===== src/rtl/l2_params.svh =====
`ifndef L2_PARAMS_SVH
`define L2_PARAMS_SVH

// ****************************************
// Address split of the L2 cache
// ****************************************

`define L2_TAG_W 7          // Tag bits 15 to 9.
`define L2_SET_W 5          // Set index bits 8 to 4.
`define L2_OFFSET_W 4       // Byte offset within a line.

// ****************************************
// Array geometry
// ****************************************

`define L2_LINE_W 128       // One line, 16 bytes.
`define L2_NUM_SETS 32      // Sets per way.

`endif


===== src/rtl/lc3b_types.sv =====
`include "l2_params.svh"

package lc3b_types;

	// ****************************************
	// Address and data types
	// ****************************************

	// Full byte address.
	typedef logic [`L2_TAG_W+`L2_SET_W+`L2_OFFSET_W-1:0] lc3b_word;

	typedef logic [`L2_LINE_W-1:0] lc3b_burst;     // Whole cache line.

	typedef logic [`L2_TAG_W-1:0] lc3b_tag_l2;     // Stored tag.

	typedef logic [`L2_SET_W-1:0] lc3b_set_l2;     // Set index.

	// ****************************************
	// Controller states
	// ****************************************

	typedef enum logic [2:0] {
		idle,           // Waiting for a request.
		compare,        // Tag lookup.
		write_back,     // Dirty victim out to memory.
		allocate,       // Line fetch from memory.
		respond         // Done pulse to the slave port.
	} l2_state_t;

endpackage : lc3b_types


===== src/rtl/l2_if.sv =====
// Request from the slave port to the cache core.
interface l2_req_if import lc3b_types::*; ();
	logic req;          // Held until done.
	logic we;
	lc3b_word addr;
	lc3b_burst wdata;
	lc3b_burst rdata;   // Valid with done.
	logic done;

	modport port (output req, we, addr, wdata, input rdata, done);
	modport dp (input addr, wdata, output rdata);
	modport ctrl (input req, we, output done);
endinterface : l2_req_if



===== src/rtl/l2_slave_port.sv =====
module l2_slave_port import lc3b_types::*; (
	input logic clk,
	input logic reset,
	input logic l1_cyc,
	input logic l1_stb,
	input logic l1_we,
	input lc3b_word l1_adr,
	input lc3b_burst l1_dat_w,
	output lc3b_burst l1_dat_r,
	output logic l1_ack,
	l2_req_if.port req
);

	logic port_free;    // Neither holding a request nor acking.

	assign port_free = !req.req && !l1_ack;

	// Request flag and ack pulse.
	always_ff @(posedge clk) begin
		if (reset) begin
			req.req <= 1'b0;
			l1_ack <= 1'b0;
		end else begin
			l1_ack <= req.done;                     // One cycle after done.
			if (port_free && l1_cyc && l1_stb)
				req.req <= 1'b1;
			else if (req.done)
				req.req <= 1'b0;
		end
	end

	// Captured request fields, held while the core works.
	always_ff @(posedge clk) begin
		if (port_free && l1_cyc && l1_stb) begin
			req.we <= l1_we;
			req.addr <= l1_adr;
			req.wdata <= l1_dat_w;
		end
		if (req.done)
			l1_dat_r <= req.rdata;                  // Line returned to L1.
	end

	// The L1 master keeps its strobe up until it sees the ack.
	ack_inside_cycle: assert property (@(posedge clk) disable iff (reset)
		l1_ack |-> (l1_cyc && l1_stb));

endmodule : l2_slave_port


===== src/flat_wrapper.sv =====
// flat-port wrapper written by rule: the top's interface ports become plain ports
module l2_slave_port_flat import lc3b_types::*;
  (clk, reset, l1_cyc, l1_stb, l1_we, l1_adr, l1_dat_w, l1_dat_r, l1_ack, req_req, req_we, req_addr, req_wdata, req_rdata, req_done);
  l2_req_if req_i ();
  input logic clk;
  input logic reset;
  input logic l1_cyc;
  input logic l1_stb;
  input logic l1_we;
  input lc3b_word l1_adr;
  input lc3b_burst l1_dat_w;
  output lc3b_burst l1_dat_r;
  output logic l1_ack;
  output wire logic [$bits(req_i.req)-1:0] req_req;
  output wire logic [$bits(req_i.we)-1:0] req_we;
  output wire logic [$bits(req_i.addr)-1:0] req_addr;
  output wire logic [$bits(req_i.wdata)-1:0] req_wdata;
  input wire logic [$bits(req_i.rdata)-1:0] req_rdata;
  input wire logic [$bits(req_i.done)-1:0] req_done;
  assign req_req = req_i.req;
  assign req_we = req_i.we;
  assign req_addr = req_i.addr;
  assign req_wdata = req_i.wdata;
  assign req_i.rdata = req_rdata;
  assign req_i.done = req_done;
  l2_slave_port u_core (.clk(clk), .reset(reset), .l1_cyc(l1_cyc), .l1_stb(l1_stb), .l1_we(l1_we), .l1_adr(l1_adr), .l1_dat_w(l1_dat_w), .l1_dat_r(l1_dat_r), .l1_ack(l1_ack), .req(req_i));
endmodule

===== config.mk =====
export PLATFORM = sky130hd
export DESIGN_NAME = l2_slave_port_flat
export DESIGN_NICKNAME = d
export VERILOG_FILES = /design/src/rtl/lc3b_types.sv /design/src/rtl/l2_if.sv /design/src/rtl/l2_slave_port.sv /design/src/flat_wrapper.sv
export VERILOG_INCLUDE_DIRS = /design/src /design/src/rtl
export SDC_FILE = /design/constraint.sdc
export NUM_CORES = 1
export LEC_CHECK = 0
export BUFFER_PORTS_ARGS = -buffer_cell sky130_fd_sc_hd__buf_2
export CAP_MARGIN = 0
export CORE_AREA = 2 2 212 214
export CTS_BUF_LIST = sky130_fd_sc_hd__clkbuf_16
export CTS_CLUSTER_SIZE = 30
export DETAILED_ROUTE_END_ITERATION = 7
export DIE_AREA = 0 0 214 216
export GPL_ROUTABILITY_DRIVEN = 0
export GPL_TIMING_DRIVEN = 0
export MAX_ROUTING_LAYER = met4
export SLEW_MARGIN = 20
export SYNTH_ARGS = -nofsm -noshare
export SYNTH_HDL_FRONTEND = slang
export SYNTH_SLANG_ARGS = --single-unit

===== constraint.sdc =====
create_clock -name clk -period 5 [get_ports clk]
set_clock_uncertainty 0.2 [all_clocks]
set_input_delay 1 -clock clk [delete_from_list [all_inputs] [get_ports clk]]
set_output_delay 1 -clock clk [all_outputs]
set_load 0.05 [all_outputs]

Word-level counts from Yosys, hierarchy flattened
Cells that the tools add are included.
{"block": "totals", "ff_bits": 275, "elab_cells": 14, "input_bits": 278}
{"block": "op_classes", "n_mux": 2, "reduce_logical": 6}
{"op": "$logic_and 1x1->1", "count": 3}
{"op": "$logic_not 1->1", "count": 2}
{"op": "$mux 1", "count": 2}
{"op": "$reduce_bool 2->1", "count": 1}

Depth between registers and ports, before layout
{"block": "logic_depth", "ltp_word": 5, "mapped_depth": 2}

Worst setup path before layout
OpenSTA, ideal clock, no wires.
{"block": "synth_timing", "path_kind": "input -> register", "startpoint": "input port l1_stb", "endpoint": "register u_core.req.addr[0], enable pin", "setup_ns": 0.497, "path_slack_ns": 0.366, "cell_stages": 2, "required_ns": 4.303, "arrival_ns": 3.936, "cell_sequence": "nand4bb_1 -> inv_1"}
{"block": "synth_between", "elab_chain_len": 1}
{"item": "start: declaration", "line": "flat_wrapper.sv:8", "text": "input logic l1_stb;"}
{"item": "$logic_and 1x1->1", "line": "l2_slave_port.sv:34", "text": "if (port_free && l1_cyc && l1_stb) begin"}
{"item": "end signal: assignment", "line": "l2_slave_port.sv:36", "text": "req.addr <= l1_adr;"}
{"item": "end: declaration", "line": "l2_if.sv:10", "text": "modport port (output req, we, addr, wdata, input rdata, done);"}
No other way between the ends.
A chain may end at the register's enable or synchronous reset.

Worst setup path after layout
{"block": "layout_timing", "startpoint": "register u_core.l1_dat_r[68]", "endpoint": "output port l1_dat_r[68]"}
{"item": "start: declaration", "line": "l2_slave_port.sv:9", "text": "output lc3b_burst l1_dat_r,"}
{"item": "start signal: assignment", "line": "l2_slave_port.sv:40", "text": "l1_dat_r <= req.rdata;"}
{"item": "end: declaration", "line": "flat_wrapper.sv:12", "text": "output lc3b_burst l1_dat_r;"}
No word-level cell between the ends.

==> out/metrics.cfg <==
[outcome]
status=complete, no violations

[cells_and_area]
fin_nets=1148
final_common_cell=buf_2
layout-drive-gt1-share=0.677
fin_cells=1492
layout_common_cells=551 x buf_2, 273 x edfxtp_1, 35 x clkbuf_16, 8 x clkinv_1
area_growth_pct=57.2

[critical_path]
critPathMaxStageDelay_ns=0.36
worstReg2RegStart=u_core.req.req
worstPathArrival_ns=1.22
r2r_cells=3
reg2reg_to=u_core.req.wdata[51]
critPathTopFamily=buffers and inverters
reg2reg_slack_ns=2.92
crit_buf_inv=1
worst_setup_path_end_kind=primary output
cp_max_fo=1
worstSetupPathType=reg -> out
slowest_stage=buf_2
crit_chain=buf_2
cp.required_ns=3.80
crit_path_start_kind=flip-flop

[detailed_routing]
ant_nets=0
viasPerCell=3.54
drc_errors=0
dr.pass1.iters=4
drtIter0Drc=220
post_drt_wl_per_cell_um=18.0
num_vias=5287
wirelength_um=26800

[place]
numPortBuffers=552
dp_cells=1426
hpwlAfterDp_um=20700

[timing]
hold_viol=0
max_freq_mhz=413
rsz0062_at_grt=no
slew_headroom=0.620
worst_pin_slew_ns=0.570
report.final.setup_viol=0
fin_crit_sh=0.484
tns_ns=0
fin_crit_ns=2.42
slew_violations=0
fin_hold_ws_ns=0.284

[cts]
ctsLongestPathBuffers=3
cts_tree=done
holdBufCountCts=0
postCtsResizedCells=0
root_buffer=clkbuf_16
cts_buffers=34
post_cts.repair.setup_buffers=0
clk_latency_ns=0.52
ctsHtreeMaxLevel=2
clk_pin_slew_ns=0.06
clkSinkCount=275

[floorplanning]
ioPinCount=553
core_um2=43800
rows=77
start_util=0.189
die_area_um2=46200
die_y_um=216
die_w_um=214

[logic_synthesis]
avgSynthCellArea_um2=29.5
yosys_warnings=0
ys_seq_elements=275
yosysUniqueCellTypes=7
yosysSeqAreaShare=0.996
syn_inst=280
syn_area_um2=8270
synth_nets=558

[global_route]
grt_max_degree=80
grt_use_total=0.114
grt_overflow_total=0
grt_pass1_vias=5579
antenna_found_initial=9
grt_pass1_wl_um=36700

[hold_path]
hold_start=u_core.req.req
whs_endpoint=u_core.req.req
hp-class=reg -> reg
whs_path_depth=2

[run]
drv_cap=0

[pwr]
p_leak_nw=5.40
peakVddDrop_mv=0.319
power-per-cell-area_nw_per_um2=462
finalPower_w=0.00601

## worst max path at each step
stage / start / endpoint / slack, ns / cells past startpoint
detailed placement: l1_stb / u_core.req.addr[12] / 2.19 / 4
finish: u_core.l1_dat_r[68] / l1_dat_r[68] / 2.58 / 1
floorplan: l1_stb / u_core.req.addr[0] / 0.37 / 2
global placement: l1_stb / u_core.req.wdata[91] / -0.90 / 3
global route: u_core.l1_dat_r[68] / l1_dat_r[68] / 2.51 / 1
CTS: u_core.l1_dat_r[68] / l1_dat_r[68] / 2.52 / 1
## cell usage after synthesis
| master | count | area share |
|---|---|---|
| dfxtp_1 | 2 | 0.0048 |
| nor2b_1 | 1 | 0.00076 |
| inv_1 | 1 | 0.00045 |
| a21oi_1 | 1 | 0.00060 |
| edfxtp_1 | 273 | 0.99 |
| nand2b_1 | 1 | 0.00076 |
| nand4bb_1 | 1 | 0.0014 |
## metal layers
metal  wire length (um)  vias up  GRT usage
li1                   -     2342          -
met5                  0        -          -
met2              13600      377      0.198
met1               9550     2515      0.115
met4                669        0     0.0378
met3               2940       53     0.0514
## kinds of logic after synthesis
kind of cell	after synthesis	synth area share
DFF	275	0.996
and+or+nand+nor	3	0.00288
AOI/OAI and AO/OA	1	0.000605
buffers and inverters	1	0.000453
## per-stage QoR
| step | utilization | area [um^2] | setup slack, ns |
|---|---|---|---|
| final | 0.297 | 13000 | 2.58 |
| after global routing | 0.297 | 13000 | 2.51 |
| after CTS | 0.296 | 13000 | 2.52 |
| after detailed placement | 0.270 | 11800 | 2.19 |
| after global placement | 0.269 | 11800 | -0.903 |
| after floorplan | - | 8270 | 0.366 |
## final cells by class
type                            instances  area, um^2
Inverter                                1        11.3
Fill cell                            4346       30800
Clock inverter                         26         274
Sequential cell                       275        8240
Antenna cell                            5        12.5
Clock buffer                           35         876
Tap cell                              592         741
Multi-Input combinational cell          4        28.8
Timing Repair Buffer                  554        2820
## power breakdown
part | switching [W] | total [W] | internal (W)
Combinational | 0.000594 | 0.000758 | 0.000163
Clock | 0.000985 | 0.00253 | 0.00154
Sequential | 0.0000351 | 0.00273 | 0.00269
## state kept, by name, indices dropped and copies added, names as in the netlist
register / cells
u_core.l1_dat_r: 128
u_core.req.wdata: 128
u_core.req.addr: 16
u_core.l1_ack: 1
u_core.req.req: 1
u_core.req.we: 1
Power figures use the tool's default switching activity.
