--- src/rtl/l2_params.svh ---
`ifndef L2_PARAMS_SVH
`define L2_PARAMS_SVH

// ****************************************
// Address split of the L2 cache
// ****************************************

`define L2_TAG_W 7          // Tag bits 15 to 9.
`define L2_SET_W 5          // Set index bits 8 to 4.
`define L2_OFFSET_W 4       // Byte offset within a line.

// ****************************************
// Array geometry
// ****************************************

`define L2_LINE_W 128       // One line, 16 bytes.
`define L2_NUM_SETS 32      // Sets per way.

`endif

--- src/rtl/lc3b_types.sv ---
`include "l2_params.svh"

package lc3b_types;

	// ****************************************
	// Address and data types
	// ****************************************

	// Full byte address.
	typedef logic [`L2_TAG_W+`L2_SET_W+`L2_OFFSET_W-1:0] lc3b_word;

	typedef logic [`L2_LINE_W-1:0] lc3b_burst;     // Whole cache line.

	typedef logic [`L2_TAG_W-1:0] lc3b_tag_l2;     // Stored tag.

	typedef logic [`L2_SET_W-1:0] lc3b_set_l2;     // Set index.

	// ****************************************
	// Controller states
	// ****************************************

	typedef enum logic [2:0] {
		idle,           // Waiting for a request.
		compare,        // Tag lookup.
		write_back,     // Dirty victim out to memory.
		allocate,       // Line fetch from memory.
		respond         // Done pulse to the slave port.
	} l2_state_t;

endpackage : lc3b_types

--- src/rtl/l2_if.sv ---


// One line transfer from the cache core to the memory master.
interface l2_mem_if import lc3b_types::*; ();
	logic start;        // Single cycle pulse.
	logic we;
	lc3b_word addr;     // Line aligned.
	lc3b_burst wdata;
	lc3b_burst rdata;   // Valid with done.
	logic done;

	modport ctrl (output start, we, input done);
	modport dp (output addr, wdata, input rdata);
	modport master (input start, we, addr, wdata, output rdata, done);
endinterface : l2_mem_if

--- src/rtl/l2_pmem_master.sv ---
module l2_pmem_master import lc3b_types::*; (
	input logic clk,
	input logic reset,
	l2_mem_if.master mem,
	output logic pmem_cyc,
	output logic pmem_stb,
	output logic pmem_we,
	output lc3b_word pmem_adr,
	output lc3b_burst pmem_dat_w,
	input lc3b_burst pmem_dat_r,
	input logic pmem_ack
);

	logic busy;                    // Bus cycle open.

	always_ff @(posedge clk) begin
		if (reset) begin
			busy <= 1'b0;
			mem.done <= 1'b0;
		end else begin
			mem.done <= busy && pmem_ack;           // Cycle after ack.
			if (mem.start)
				busy <= 1'b1;
			else if (pmem_ack)
				busy <= 1'b0;
		end
	end

	// Transfer fields and returned line.
	always_ff @(posedge clk) begin
		if (mem.start) begin
			pmem_we <= mem.we;
			pmem_adr <= mem.addr;
			pmem_dat_w <= mem.wdata;
		end
		if (busy && pmem_ack)
			mem.rdata <= pmem_dat_r;
	end

	assign pmem_cyc = busy;
	assign pmem_stb = busy;

	// Request held steady until the ack.
	stb_until_ack: assert property (@(posedge clk) disable iff (reset)
		(pmem_stb && !pmem_ack) |=> (pmem_stb && $stable(pmem_adr) && $stable(pmem_we)));

endmodule : l2_pmem_master

--- src/flat_wrapper.sv ---
// flat-port wrapper written by rule: the top's interface ports become plain ports
module l2_pmem_master_flat import lc3b_types::*;
  (clk, reset, pmem_cyc, pmem_stb, pmem_we, pmem_adr, pmem_dat_w, pmem_dat_r, pmem_ack, mem_start, mem_we, mem_addr, mem_wdata, mem_rdata, mem_done);
  l2_mem_if mem_i ();
  input logic clk;
  input logic reset;
  output logic pmem_cyc;
  output logic pmem_stb;
  output logic pmem_we;
  output lc3b_word pmem_adr;
  output lc3b_burst pmem_dat_w;
  input lc3b_burst pmem_dat_r;
  input logic pmem_ack;
  input wire logic [$bits(mem_i.start)-1:0] mem_start;
  input wire logic [$bits(mem_i.we)-1:0] mem_we;
  input wire logic [$bits(mem_i.addr)-1:0] mem_addr;
  input wire logic [$bits(mem_i.wdata)-1:0] mem_wdata;
  output wire logic [$bits(mem_i.rdata)-1:0] mem_rdata;
  output wire logic [$bits(mem_i.done)-1:0] mem_done;
  assign mem_i.start = mem_start;
  assign mem_i.we = mem_we;
  assign mem_i.addr = mem_addr;
  assign mem_i.wdata = mem_wdata;
  assign mem_rdata = mem_i.rdata;
  assign mem_done = mem_i.done;
  l2_pmem_master u_core (.clk(clk), .reset(reset), .mem(mem_i), .pmem_cyc(pmem_cyc), .pmem_stb(pmem_stb), .pmem_we(pmem_we), .pmem_adr(pmem_adr), .pmem_dat_w(pmem_dat_w), .pmem_dat_r(pmem_dat_r), .pmem_ack(pmem_ack));
endmodule
--- config.mk ---
export PLATFORM = sky130hd
export DESIGN_NAME = l2_pmem_master_flat
export DESIGN_NICKNAME = d
export VERILOG_FILES = /design/src/rtl/lc3b_types.sv /design/src/rtl/l2_if.sv /design/src/rtl/l2_pmem_master.sv /design/src/flat_wrapper.sv
export VERILOG_INCLUDE_DIRS = /design/src /design/src/rtl
export SDC_FILE = /design/constraint.sdc
export NUM_CORES = 1
export LEC_CHECK = 0
export BUFFER_PORTS_ARGS = -buffer_cell sky130_fd_sc_hd__buf_2
export CAP_MARGIN = 20
export CORE_AREA = 2 2 217 219
export CTS_CLUSTER_SIZE = 24
export DETAILED_ROUTE_END_ITERATION = 12
export DIE_AREA = 0 0 219 221
export SYNTH_ARGS = -nofsm -noshare
export SYNTH_HDL_FRONTEND = slang
export SYNTH_SLANG_ARGS = --single-unit
export TNS_END_PERCENT = 10
--- constraint.sdc ---
create_clock -name clk -period 1.6 [get_ports clk]
set_input_delay 0.32 -clock clk [delete_from_list [all_inputs] [get_ports clk]]
set_output_delay 0.32 -clock clk [all_outputs]
set_load 0.005 [all_outputs]
-- Word-level counts from Yosys, hierarchy flattened
Cells that the tools add are included.
- input bits: 277
- logic and storage cells: 10
- output and inout port bits: 276
- flip-flop bits (word level): 275
- mux-type cells: 2
- reduce and logical (&&, ||, !) cells: 2
- operator list (kind ; count):
    1-bit 2-to-1 mux ; 2
    2-bit nonzero test ; 1
    1-bit logical AND ; 1

-- Depth between registers and ports, before layout
- word-level depth: 2
- depth in mapped cells: 2
- mapped depth without buffers: 2

-- Least setup slack after synthesis
Ideal clock, no wire load.
- path type: register to register
- start point: register u_core.busy, in the netlist u_core.pmem_cyc
- end point: register u_core.mem.rdata[0] (enable)
- path slack: -0.148 ns
- path buffers: 0
- data required time: 1.201 ns
- clock period less this slack: 1.748 ns
- stages on the path, launching flop included: 2
- setup time: 0.399 ns
- data arrival time: 1.349 ns
- cell sequence: dfxtp_1 and2_4
- word-level cells in the longest chain between the ends: 1
- RTL lines (element ; line ; RTL):
    start: declaration ; l2_pmem_master.sv:14 ; logic busy;
    start signal: assignment ; l2_pmem_master.sv:18 ; busy <= 1'b0;
    start signal: assignment ; l2_pmem_master.sv:23 ; busy <= 1'b1;
    start signal: assignment ; l2_pmem_master.sv:25 ; busy <= 1'b0;
    1-bit logical AND ; l2_pmem_master.sv:36 ; if (busy && pmem_ack)
    end signal: assignment ; l2_pmem_master.sv:37 ; mem.rdata <= pmem_dat_r;
    end: declaration ; l2_if.sv:14 ; modport master (input start, we, addr, wdata, output rdata, done);
Every way passes these cells.
A chain may end at the register's enable or synchronous reset.

-- Worst setup path after layout
- start point: register u_core.mem.rdata[96]
- end point: output port mem_rdata[96]
- RTL lines (element ; line ; RTL):
    end: declaration ; flat_wrapper.sv:18 ; output wire logic [$bits(mem_i.rdata)-1:0] mem_rdata;
No word-level cell between the ends.

==> summary.txt <==
Critical path
  • Critical Path Source Type: flip-flop
  • CP top delay family: flip-flops
  • Element type at the critical path end: output pin
  • Worst Path Max Fanout: 1
  • Slowest cell delay on critical path: around 420 ps
  • Ordered list of cells on the worst path: buf_2
  • Critical Path RT: about 1300 ps
  • CP max-delay cell: edfxtp_1
  • Crit path DAT: 1160 ps
  • Crit path buf inv count: 1
  • WS Path Type: flip-flop to output pin

Logic synthesis
  • Seq/Total Area, Yosys: between 90% and 100%
  • Post-synthesis compound-gate area fraction: 0.106%
  • Adder-Cell Fraction of Synth Area: 0%
  • Leading area contributor after synthesis: edfxtp_1
  • Flops & latches, synth: about 280
  • Mapped Area: just over 8000 µm²
  • Syn Inst Count: 281
  • Synth cell types: 8
  • Number of synthesis warnings: 0
  • Mux cell area share after synthesis: 0%
  • Synth Area in Simple Gates: 0.347%
  • Synth Area in XOR/XNOR: 0%
  • Syn Nets: 558
  • Main combinational cell family by area after synthesis: simple AND/OR/NAND/NOR gates
  • Syn_area_per_cell: 29.5 µm²
  • Main area contributors after synthesis: edfxtp_1, dfxtp_1, nor2b_4, a21oi_2, and2_4
  • Synth top area share: 98.9%

Clock tree
  • Num CTS Buffers: 30
  • CTS tree: yes
  • Clock Sink Count: 275
  • Clk Latency, worst-skew pair: between 500 and 600 ps
  • Max clock buf depth: 3
  • Clock root buffer: clkbuf_16
  • Reg clk slew, reported paths: approximately 60 ps
  • Post-CTS Setup Inserts: 0
  • H-tree levels: 1
  • PostCTS Resize Cnt: 0
  • CTS hold repair buffers: 274

Die
  • Die H: 221 µm
  • Row Count: 79
  • Die area: roughly 48000 µm²
  • Initial Util: roughly 18%
  • Core area: 46100 µm²
  • Die width: between 200 and 250 µm
  • Num ports: 553

Timing
  • Final Critical Period: between 1000 and 1500 ps
  • Final setup margin: 122 ps
  • Worst Skew: 11.7 ps
  • Unrepaired setup endpoints after global routing: false
  • Final Hold Vio Count: 0
  • Slew Viols, Final: 0
  • # setup viols final: 0
  • Slew headroom: 77.9%
  • Slew @ Worst Pin: roughly 330 ps
  • Tcrit/Tclk final: between 90% and 100%
  • Max Fclk: between 0.6 and 0.7 GHz

Finish
  • Nets: 1429
  • Most common cell after layout, fill and taps aside: buf_2
  • Area delta synth->final: 88.6%
  • Non-Filler Instances: ~1800
  • Layout cell share with drive strength beyond 1: 51.8%
  • Most frequent cells in the layout: buf_2, dlygate4sd3_1, edfxtp_1, clkbuf_16

Drt
  • DR vias/cell: roughly 3.6
  • Routed WL per cell: 17.8 µm
  • Final WL: 31800 µm
  • Antenna-violating nets left: 0
  • DR DRC count: 0
  • First DRT Iteration DRCs: 288
  • Router iterations before antenna repair: 6
  • Via count: 6357

Global route
  • Gr usage total: ~12%
  • Total gr overflow: 0
  • Global Route met3 Usage: under 10%
  • Largest net degree at the start of global routing: 58
  • Met1 GRT Util: 11.2%
  • Initial antenna violation count: 4
  • First-pass GRT wire length: 43100 µm
  • Number of global-route vias before repair: about 7000
  • Met2 Use GR: roughly a quarter
  • Gr busiest metal: met2

Place
  • RD Place Congestion: 0.788
  • Port bufs: 552
  • Detailed placement HPWL: 23900 µm
  • Worst slack at placement: 203 ps
  • Post-placement cell count: roughly 1500

Pwr
  • Peak VDD IR: about 760 µV
  • P per Cell Area: approximately 1100 nW/µm²
  • Leak pwr: around 6.5 nW

Run
  • Max-cap violations: 0

Hold path
  • Hold crit path type: input port to flip-flop

Status
  • Outcome: finished, final reports clean
[cells by family (layout without fill, tap and decap cells)]
family	count (synthesis)	count (layout)
buffers and inverters	2	897
AOI/OAI and AO/OA	1	1
DFF	275	275
other	0	1
and+or+nand+nor	3	3
[where the power goes]
| group | switching (mW) | internal (mW) | total [mW] | leakage [nW] |
|---|---|---|---|---|
| Sequential | 0.122 | 8.40 | 8.52 | 2.62 |
| Combinational | 0.659 | 0.960 | 1.62 | 3.43 |
| Clock | 2.76 | 3.70 | 6.46 | 0.436 |
[flip-flops by register name (all words and copies together) (netlist names)]
name and cells:
u_core.mem.done 1, u_core.mem.rdata 128, u_core.pmem_adr 16, u_core.pmem_cyc 1, u_core.pmem_dat_w 128, u_core.pmem_we 1
[tightest hold or removal path, cell delays in order]
cell and delay (ps):
buf_2 90, nand2b_1 120, a21oi_2 50
[per-layer routing]
layer / wire length, µm / up-vias
met3: 2930 / 68
met5: 0 / -
met1: 10400 / 2973
met2: 17300 / 419
met4: 1270 / 0
li1: - / 2897
[final cells by class]
type / instances / area (µm²)
Clock inverter: 15 / 106
Tap cell: 607 / 759
Fill cell: 4422 / 30400
Antenna cell: 1 / 2.50
Inverter: 1 / 3.75
Timing Repair Buffer: 840 / 5670
Multi-Input combinational cell: 4 / 37.5
Clock buffer: 41 / 813
Sequential cell: 275 / 8240
[Yosys cell counts]
cell      count
edfxtp_1    273
dfxtp_1       2
a21oi_2       1
and2_4        1
buf_4         1
inv_1         1
nand2b_1      1
nor2b_4       1
[stage by stage]
stage	instance area (µm²)	utilization (%)	setup TNS [ps]	hold WS [ps]	total power [mW]
5_1_grt	15600	33.9	0	28.6	17.2
2_1_floorplan	8290	-	-14020	375	8.76
6_report	15600	33.9	0	50.6	16.6
4_1_cts	15600	33.9	0	15.5	16.8
3_5_place_dp	12000	26.0	0	496	9.76
3_3_place_gp	12000	26.0	0	496	9.73
[path summary, 6_finish.rpt]
kind	start	endpoint	slack, ps	cells after the start
max	u_core.mem.rdata[96]$_DFFE_PP_	mem_rdata[96]	120	1
min	pmem_ack	u_core.pmem_cyc$_SDFFE_PP0P_	50	3
max reg2reg	u_core.pmem_cyc$_SDFFE_PP0P_	u_core.mem.rdata[113]$_DFFE_PP_	320	2
min reg2reg	u_core.pmem_cyc$_SDFFE_PP0P_	u_core.pmem_cyc$_SDFFE_PP0P_	500	2
No activity file was read; power rests on OpenSTA's default activity.
