## src/rtl/l2_params.svh

```systemverilog
`ifndef L2_PARAMS_SVH
`define L2_PARAMS_SVH

// ****************************************
// Address split of the L2 cache
// ****************************************

`define L2_TAG_W 7          // Tag bits 15 to 9.
`define L2_SET_W 5          // Set index bits 8 to 4.
`define L2_OFFSET_W 4       // Byte offset within a line.

// ****************************************
// Array geometry
// ****************************************

`define L2_LINE_W 128       // One line, 16 bytes.
`define L2_NUM_SETS 32      // Sets per way.

`endif

```

## src/rtl/lc3b_types.sv

```systemverilog
`include "l2_params.svh"

package lc3b_types;

	// ****************************************
	// Address and data types
	// ****************************************

	// Full byte address.
	typedef logic [`L2_TAG_W+`L2_SET_W+`L2_OFFSET_W-1:0] lc3b_word;

	typedef logic [`L2_LINE_W-1:0] lc3b_burst;     // Whole cache line.

	typedef logic [`L2_TAG_W-1:0] lc3b_tag_l2;     // Stored tag.

	typedef logic [`L2_SET_W-1:0] lc3b_set_l2;     // Set index.

	// ****************************************
	// Controller states
	// ****************************************

	typedef enum logic [2:0] {
		idle,           // Waiting for a request.
		compare,        // Tag lookup.
		write_back,     // Dirty victim out to memory.
		allocate,       // Line fetch from memory.
		respond         // Done pulse to the slave port.
	} l2_state_t;

endpackage : lc3b_types

```

## src/rtl/l2_if.sv

```systemverilog
// Request from the slave port to the cache core.
interface l2_req_if import lc3b_types::*; ();
	logic req;          // Held until done.
	logic we;
	lc3b_word addr;
	lc3b_burst wdata;
	lc3b_burst rdata;   // Valid with done.
	logic done;

	modport port (output req, we, addr, wdata, input rdata, done);
	modport dp (input addr, wdata, output rdata);
	modport ctrl (input req, we, output done);
endinterface : l2_req_if

// One line transfer from the cache core to the memory master.
interface l2_mem_if import lc3b_types::*; ();
	logic start;        // Single cycle pulse.
	logic we;
	lc3b_word addr;     // Line aligned.
	lc3b_burst wdata;
	lc3b_burst rdata;   // Valid with done.
	logic done;

	modport ctrl (output start, we, input done);
	modport dp (output addr, wdata, input rdata);
	modport master (input start, we, addr, wdata, output rdata, done);
endinterface : l2_mem_if

```

## src/rtl/cache_control_l2.sv

```systemverilog
module cache_control_l2 import lc3b_types::*; (
	input logic clk,
	input logic reset,
	l2_req_if.ctrl req,
	l2_mem_if.ctrl mem,
	output logic load_data,
	output logic load_valid,
	output logic load_dirty,
	output logic clear_dirty,
	output logic load_lru,
	output logic load_tag,
	output logic cache_in_sel,
	output logic pmem_addr_sel,
	input logic tag_hit,
	input logic dirty
);

	l2_state_t state;
	l2_state_t next_state;
	logic issued;                  // Memory transfer already started.
	logic install;                 // Whole line goes into the LRU way.

	always_ff @(posedge clk) begin
		if (reset) begin
			state <= idle;
			issued <= 1'b0;
		end else begin
			state <= next_state;
			if (mem.start)
				issued <= 1'b1;
			else if (mem.done)
				issued <= 1'b0;
		end
	end

	// Start once on entry to a memory state.
	assign mem.start = (state == write_back || state == allocate) && !issued;
	assign mem.we = (state == write_back);
	assign pmem_addr_sel = (state == write_back);
	assign req.done = (state == respond);

	// Write miss on a clean way, or after the victim is out.
	assign install = req.we && !tag_hit &&
		((state == compare && !dirty) || (state == write_back && mem.done));

	always_comb begin
		next_state = state;
		load_data = 1'b0;
		load_valid = 1'b0;
		load_dirty = 1'b0;
		clear_dirty = 1'b0;
		load_lru = 1'b0;
		load_tag = 1'b0;
		cache_in_sel = req.we;
		case (state)
			idle: begin
				if (req.req)
					next_state = compare;
			end
			compare: begin
				if (tag_hit) begin
					load_lru = 1'b1;
					load_data = req.we;         // Write hit updates in place.
					load_dirty = req.we;
					next_state = respond;
				end else if (dirty) begin
					next_state = write_back;
				end else if (!req.we) begin
					next_state = allocate;
				end
			end
			write_back: begin
				if (mem.done)
					next_state = req.we ? respond : allocate;
			end
			allocate: begin
				if (mem.done) begin
					load_data = 1'b1;
					load_tag = 1'b1;
					load_valid = 1'b1;
					clear_dirty = 1'b1;
					load_lru = 1'b1;
					next_state = respond;
				end
			end
			respond: next_state = idle;
			default: next_state = idle;
		endcase
		if (install) begin
			load_data = 1'b1;
			load_tag = 1'b1;
			load_valid = 1'b1;
			load_dirty = 1'b1;
			load_lru = 1'b1;
			next_state = respond;
		end
	end

	// Only from a memory state and only for a pending request that missed.
	start_in_mem_state: assert property (@(posedge clk) disable iff (reset)
		mem.start |-> ((state == write_back || state == allocate) && req.req && !tag_hit));

endmodule : cache_control_l2

```

## src/flat_wrapper.sv

```systemverilog
// flat-port wrapper written by rule: the top's interface ports become plain ports
module cache_control_l2_flat import lc3b_types::*;
  (clk, reset, load_data, load_valid, load_dirty, clear_dirty, load_lru, load_tag, cache_in_sel, pmem_addr_sel, tag_hit, dirty, req_req, req_we, req_done, mem_start, mem_we, mem_done);
  l2_req_if req_i ();
  l2_mem_if mem_i ();
  input logic clk;
  input logic reset;
  output logic load_data;
  output logic load_valid;
  output logic load_dirty;
  output logic clear_dirty;
  output logic load_lru;
  output logic load_tag;
  output logic cache_in_sel;
  output logic pmem_addr_sel;
  input logic tag_hit;
  input logic dirty;
  input wire logic [$bits(req_i.req)-1:0] req_req;
  input wire logic [$bits(req_i.we)-1:0] req_we;
  output wire logic [$bits(req_i.done)-1:0] req_done;
  output wire logic [$bits(mem_i.start)-1:0] mem_start;
  output wire logic [$bits(mem_i.we)-1:0] mem_we;
  input wire logic [$bits(mem_i.done)-1:0] mem_done;
  assign req_i.req = req_req;
  assign req_i.we = req_we;
  assign req_done = req_i.done;
  assign mem_start = mem_i.start;
  assign mem_we = mem_i.we;
  assign mem_i.done = mem_done;
  cache_control_l2 u_core (.clk(clk), .reset(reset), .req(req_i), .mem(mem_i), .load_data(load_data), .load_valid(load_valid), .load_dirty(load_dirty), .clear_dirty(clear_dirty), .load_lru(load_lru), .load_tag(load_tag), .cache_in_sel(cache_in_sel), .pmem_addr_sel(pmem_addr_sel), .tag_hit(tag_hit), .dirty(dirty));
endmodule
```

## config.mk

```make
export PLATFORM = sky130hd
export DESIGN_NAME = cache_control_l2_flat
export DESIGN_NICKNAME = d
export VERILOG_FILES = /design/src/rtl/lc3b_types.sv /design/src/rtl/l2_if.sv /design/src/rtl/cache_control_l2.sv /design/src/flat_wrapper.sv
export VERILOG_INCLUDE_DIRS = /design/src /design/src/rtl
export SDC_FILE = /design/constraint.sdc
export NUM_CORES = 1
export LEC_CHECK = 0
export ABC_AREA = 1
export BUFFER_PORTS_ARGS = -buffer_cell sky130_fd_sc_hd__buf_2
export CAP_MARGIN = 20
export CELL_PAD_IN_SITES_DETAIL_PLACEMENT = 1
export CELL_PAD_IN_SITES_GLOBAL_PLACEMENT = 2
export CORE_MARGIN = 1.5
export CORE_UTILIZATION = 20
export DETAILED_ROUTE_END_ITERATION = 8
export PLACE_DENSITY = 0.76
export SLEW_MARGIN = 20
export SYNTH_ARGS = -nofsm -noshare
export SYNTH_HDL_FRONTEND = slang
export SYNTH_SLANG_ARGS = --single-unit
```

## constraint.sdc

```tcl
create_clock -name clk -period 1.4 [get_ports clk]
set_clock_uncertainty 0.2 [all_clocks]
set_input_delay 0.07 -clock clk [delete_from_list [all_inputs] [get_ports clk]]
set_output_delay 0.07 -clock clk [all_outputs]
set_load 0.01 [all_outputs]
```

# Word level (Yosys, flattened, before mapping)
# Cells that the tools add are included.
# totals
ff_bits	4
latchBits	0
ram_bits	0
rom_bits	0
input_bits	7
output_inout_bits	11
mem_count	0
# classes
n_addsub	0
mul	0
div	0
n_lt_le_gt_ge	0
n_eq_ne	12
n_shift	0
muxes	22
bitwise	0
reduce_logical	15
# ops
operator	count
3-bit 2-to-1 mux	8
3-bit one-hot mux with 4 select lines	1
1-bit 2-to-1 mux	11
4-bit AND reduction	2
3-bit by 2-bit equality test with 1-bit output (second input constant)	2
3-bit by 2-bit != test with 1-bit output (second input constant)	2
1-bit logical AND	5
5-bit by 4-bit != test with 1-bit output (second input constant)	1
2-bit != test (second input constant)	2
4-bit != test (second input constant)	1
1-bit one-hot mux with 2 select lines	2
3-bit by 1-bit equality test with 1-bit output (second input constant)	1
3-bit equality test (second input constant)	1
1-bit zero test	3
3-bit zero test	1
3-bit by 1-bit != test with 1-bit output (second input constant)	1
1-bit logical OR	2
2-bit by 1-bit != test with 1-bit output (second input constant)	1
2-bit nonzero test	1
2-bit OR reduction	1

# Logic depth before layout (Yosys ltp)
# logic_depth
ltp_word	6
mapped_depth	9
depth_no_buf	9

# Least setup slack after synthesis
# Ideal clock, no wire load.
# synth_path
path_type	reg2out
from	reg u_core.state[0]
to	out load_valid
arrival_time_ps	1213
required_ps	1130
slack_ps	-83
stages_incl_launch_ff	6
path_cell_list	dfxtp_1 -> inv_2 -> nor3_1 -> nor2_2 -> inv_1 -> buf_4
# synth_rtl
element	line	source
from (decl)	cache_control_l2.sv:18	l2_state_t state;
from (signal assigned)	cache_control_l2.sv:25	state <= idle;
from (signal assigned)	cache_control_l2.sv:28	state <= next_state;
3-bit by 2-bit equality test with 1-bit output	--	
1-bit 2-to-1 mux	--	
named net clear_dirty	flat_wrapper.sv:11	output logic clear_dirty;
1-bit 2-to-1 mux	cache_control_l2.sv:89	if (install) begin
to (decl)	flat_wrapper.sv:9	output logic load_valid;
# The timed path passes the listed nets, and every way through them passes these cells.

# Final worst setup path
# layout_path
from	reg u_core.state[0]
to	out load_data
# layout_via
elab_chain_cells	5
# layout_rtl
element	line	source
3-bit by 1-bit equality test with 1-bit output or 3-bit by 2-bit equality test with 1-bit output (tied branches)	cache_control_l2.sv:44, cache_control_l2.sv:55	
1-bit logical AND	cache_control_l2.sv:44	((state == compare && !dirty) || (state == write_back && mem.done));
1-bit logical OR	cache_control_l2.sv:44	
1-bit logical AND	cache_control_l2.sv:43	assign install = req.we && !tag_hit &&
1-bit 2-to-1 mux *	cache_control_l2.sv:89	
to (decl)	flat_wrapper.sv:8	output logic load_data;
# Mark *: on every way between the ends. The rest lies on a longest branch, timed or not.

==> impl_metrics.ini <==
[routing]
wirelength_um = 1340
avgRoutedWirePerCell_um = 11.4
via_count = 495
viasPerCell = 4.19
drt_pre_antenna_iters = 4
antenna_left = 0
drt_iter0_drc = 6
drc = 0

[finish]
n_antenna_cell = 0
area_growth_pct = 84.4
fillers = 242
register_area_um2 = 91.3
fin_nets = 102
drive_above_1_share_pct = 62.4
multiInputGateArea_um2 = 309

[power_and_ir_drop]
p_total_uw = 1160
ir_worst_vdd_v = 0.000708
p_leak_uw = 0.000393
p_per_area_mw_per_mm2 = 1630

[grt]
grtUsageTotal_pct = 13.6
grt_max_degree = 7
grt_pass1_vias = 509
overflow = 0
grt_pass1_wl_um = 2120
grt_antenna_before_repair = 0

[sta]
period_share_pct = 107
slew_viol_final = 0
hold_violations = 0
worst_slew_pin_slew_ns = 0.266
finalWorstSetupSlack_ns = -0.105
fin_hold_ws_ns = 0.0611
fmax_mhz = 665
period_minus_slack_ns = 1.50
grt_setup_unrepaired = yes
maxSlewHeadroom_pct = 82.2
setup_viol = 6

[run_status]
outcome = complete, but fails checks
violations = negative setup slack

[floorplan]
start_util_pct = 21.8
io-pin-count = 18
rows = 15
coreArea_mm2 = 0.00176
die_area_mm2 = 0.00219
die_w_um = 46.8
die_y_um = 46.8

[worst_setup_path]
r2r-start = u_core.state[0]$_SDFFE_PP0P_
cp_max_fo = 3
required_ns = 1.13
worstSetupStartpointType = register
crit_start = u_core.state[0]$_SDFFE_PP0P_
worstPathArrival_ns = 1.23
endpoint_kind = primary output
critPathKind = register to primary output

[hold_path]
hp-class = input port to register
holdCritStartpoint = req_req

[yosys]
syn-num-nets = 71
ys_warn_count = 0
synth_top_area_share_pct = 20.8
ys_types = 17
yosysTopAreaCell = dfxtp_1
yosys-top-cells-area = dfxtp_1 21%, nand2_1 15%, nor2_1 8.8%
postSynthAreaPerCell_um2 = 6.00
synth-seq-cells = 4
syn_area_um2 = 384
synthCells = 64
seq_area_frac_synth_pct = 20.8

[placed_design]
io_buffers = 17
place_congestion = 0.793
place_ws_ns = -0.0280
hpwl_um = 932

[clocking]
cts-buffers-inserted = 3
clock_path_buffers = 2
htree_levels = 1
cts_tree = done
clk_latency_ns = 0.23
path_clk_slew_ns = 0.03
clock-sinks = 4
cts_root_buf = clkbuf_4

[flow_run]
drv_cap = 0
cell families (layout without fill, tap and decap cells):
group | after synthesis | count (layout) | share of synthesized area (%)
buf+inv | 15 | 44 | 17.6
flops | 4 | 4 | 20.8
compound gates | 3 | 3 | 4.88
simple gates | 42 | 42 | 56.7
synth_stat cells:
cell / count
dfxtp_1: 4
nand4_4: 1
nand2_4: 1
nand2_2: 3
nor2_1: 9
a21oi_1: 1
nand3_1: 5
nand4_1: 1
a21oi_2: 1
o21ai_0: 1
inv_2: 5
nor2_2: 4
nor3_1: 2
nor3_2: 1
inv_1: 7
nand2_1: 15
buf_4: 3
path summary, 6_finish.rpt:
check | end | slack [ns] | depth (start not counted)
max | load_data | -0.10 | 7
min | u_core.state[1]$_SDFFE_PP0P_ | 0.06 | 5
max reg2reg | u_core.state[0]$_SDFFE_PP0P_ | 0.02 | 8
min reg2reg | u_core.issued$_SDFFE_PP0P_ | 0.30 | 2
cell usage in the layout, fill, tap and decap left out:
master / instances
nor2_2: 2
nand3_1: 4
dfxtp_1: 1
buf_4: 8
nand2_1: 13
nand2_4: 5
nand4_4: 1
nor2_1: 6
inv_2: 5
buf_2: 14
a21oi_2: 1
nand3_2: 1
buf_6: 5
dlygate4sd3_1: 2
inv_1: 6
clkbuf_4: 3
dfxtp_4: 3
inv_4: 1
nand2_2: 1
nand4_1: 1
nor2_4: 5
a21oi_1: 1
nor3_2: 3
o21ai_0: 1
what timing repair did:
item / in CTS / in global routing
gates resized for setup: 12 / 15
pin swaps: 2 / 4
endpoints found under the hold margin: 4 / 0
hold buffers: 2 / 0
buffers inserted: 8 / 2
setup endpoints to repair: 9 / 13
registers in the layout (all words and copies together), names as in the netlist:
register	flops
u_core.issued	1
u_core.state	3
through the flow:
stage | instance area (µm²) | std cells | util (%) | TNS (ns)
final | 708 | 118 | 40.1 | -0.509
after global routing | 708 | 118 | 40.1 | -1.11
after CTS | 651 | 118 | 36.9 | -0.622
after detailed placement | 512 | 106 | 29.0 | -0.0952
after global placement | 512 | 106 | 29.0 | -0.0170
after floorplan | 395 | 64 | - | 0
power breakdown:
part           switching (µW)  internal, µW
clock network            41.0          95.4
logic                     444           333
registers                68.3           173
per-layer routing:
layer | track usage [%] | wire (µm) | vias up
met2 | 24.7 | 714 | 10
met5 | 0 | 0 | -
li1 | - | - | 251
met3 | 1.15 | 41 | 0
met4 | 5.00 | 0 | 0
met1 | 16.5 | 583 | 234
final cells by class:
type	instances	share of cell area, %
tap	25	4.42
timing repair buffer	29	29.2
multi-input combinational	45	43.6
sequential	4	12.9
inverter	12	6.71
clock buffer	3	3.18
critical path, cell delays in order (launching register included):
cell     delay [ns]
dfxtp_4        0.34
buf_4          0.15
nor2_4         0.13
nand2_4        0.07
nand2_4        0.09
nor2_4         0.04
nand2_1        0.06
buf_2          0.12
(Power assumes the default switching activity.)
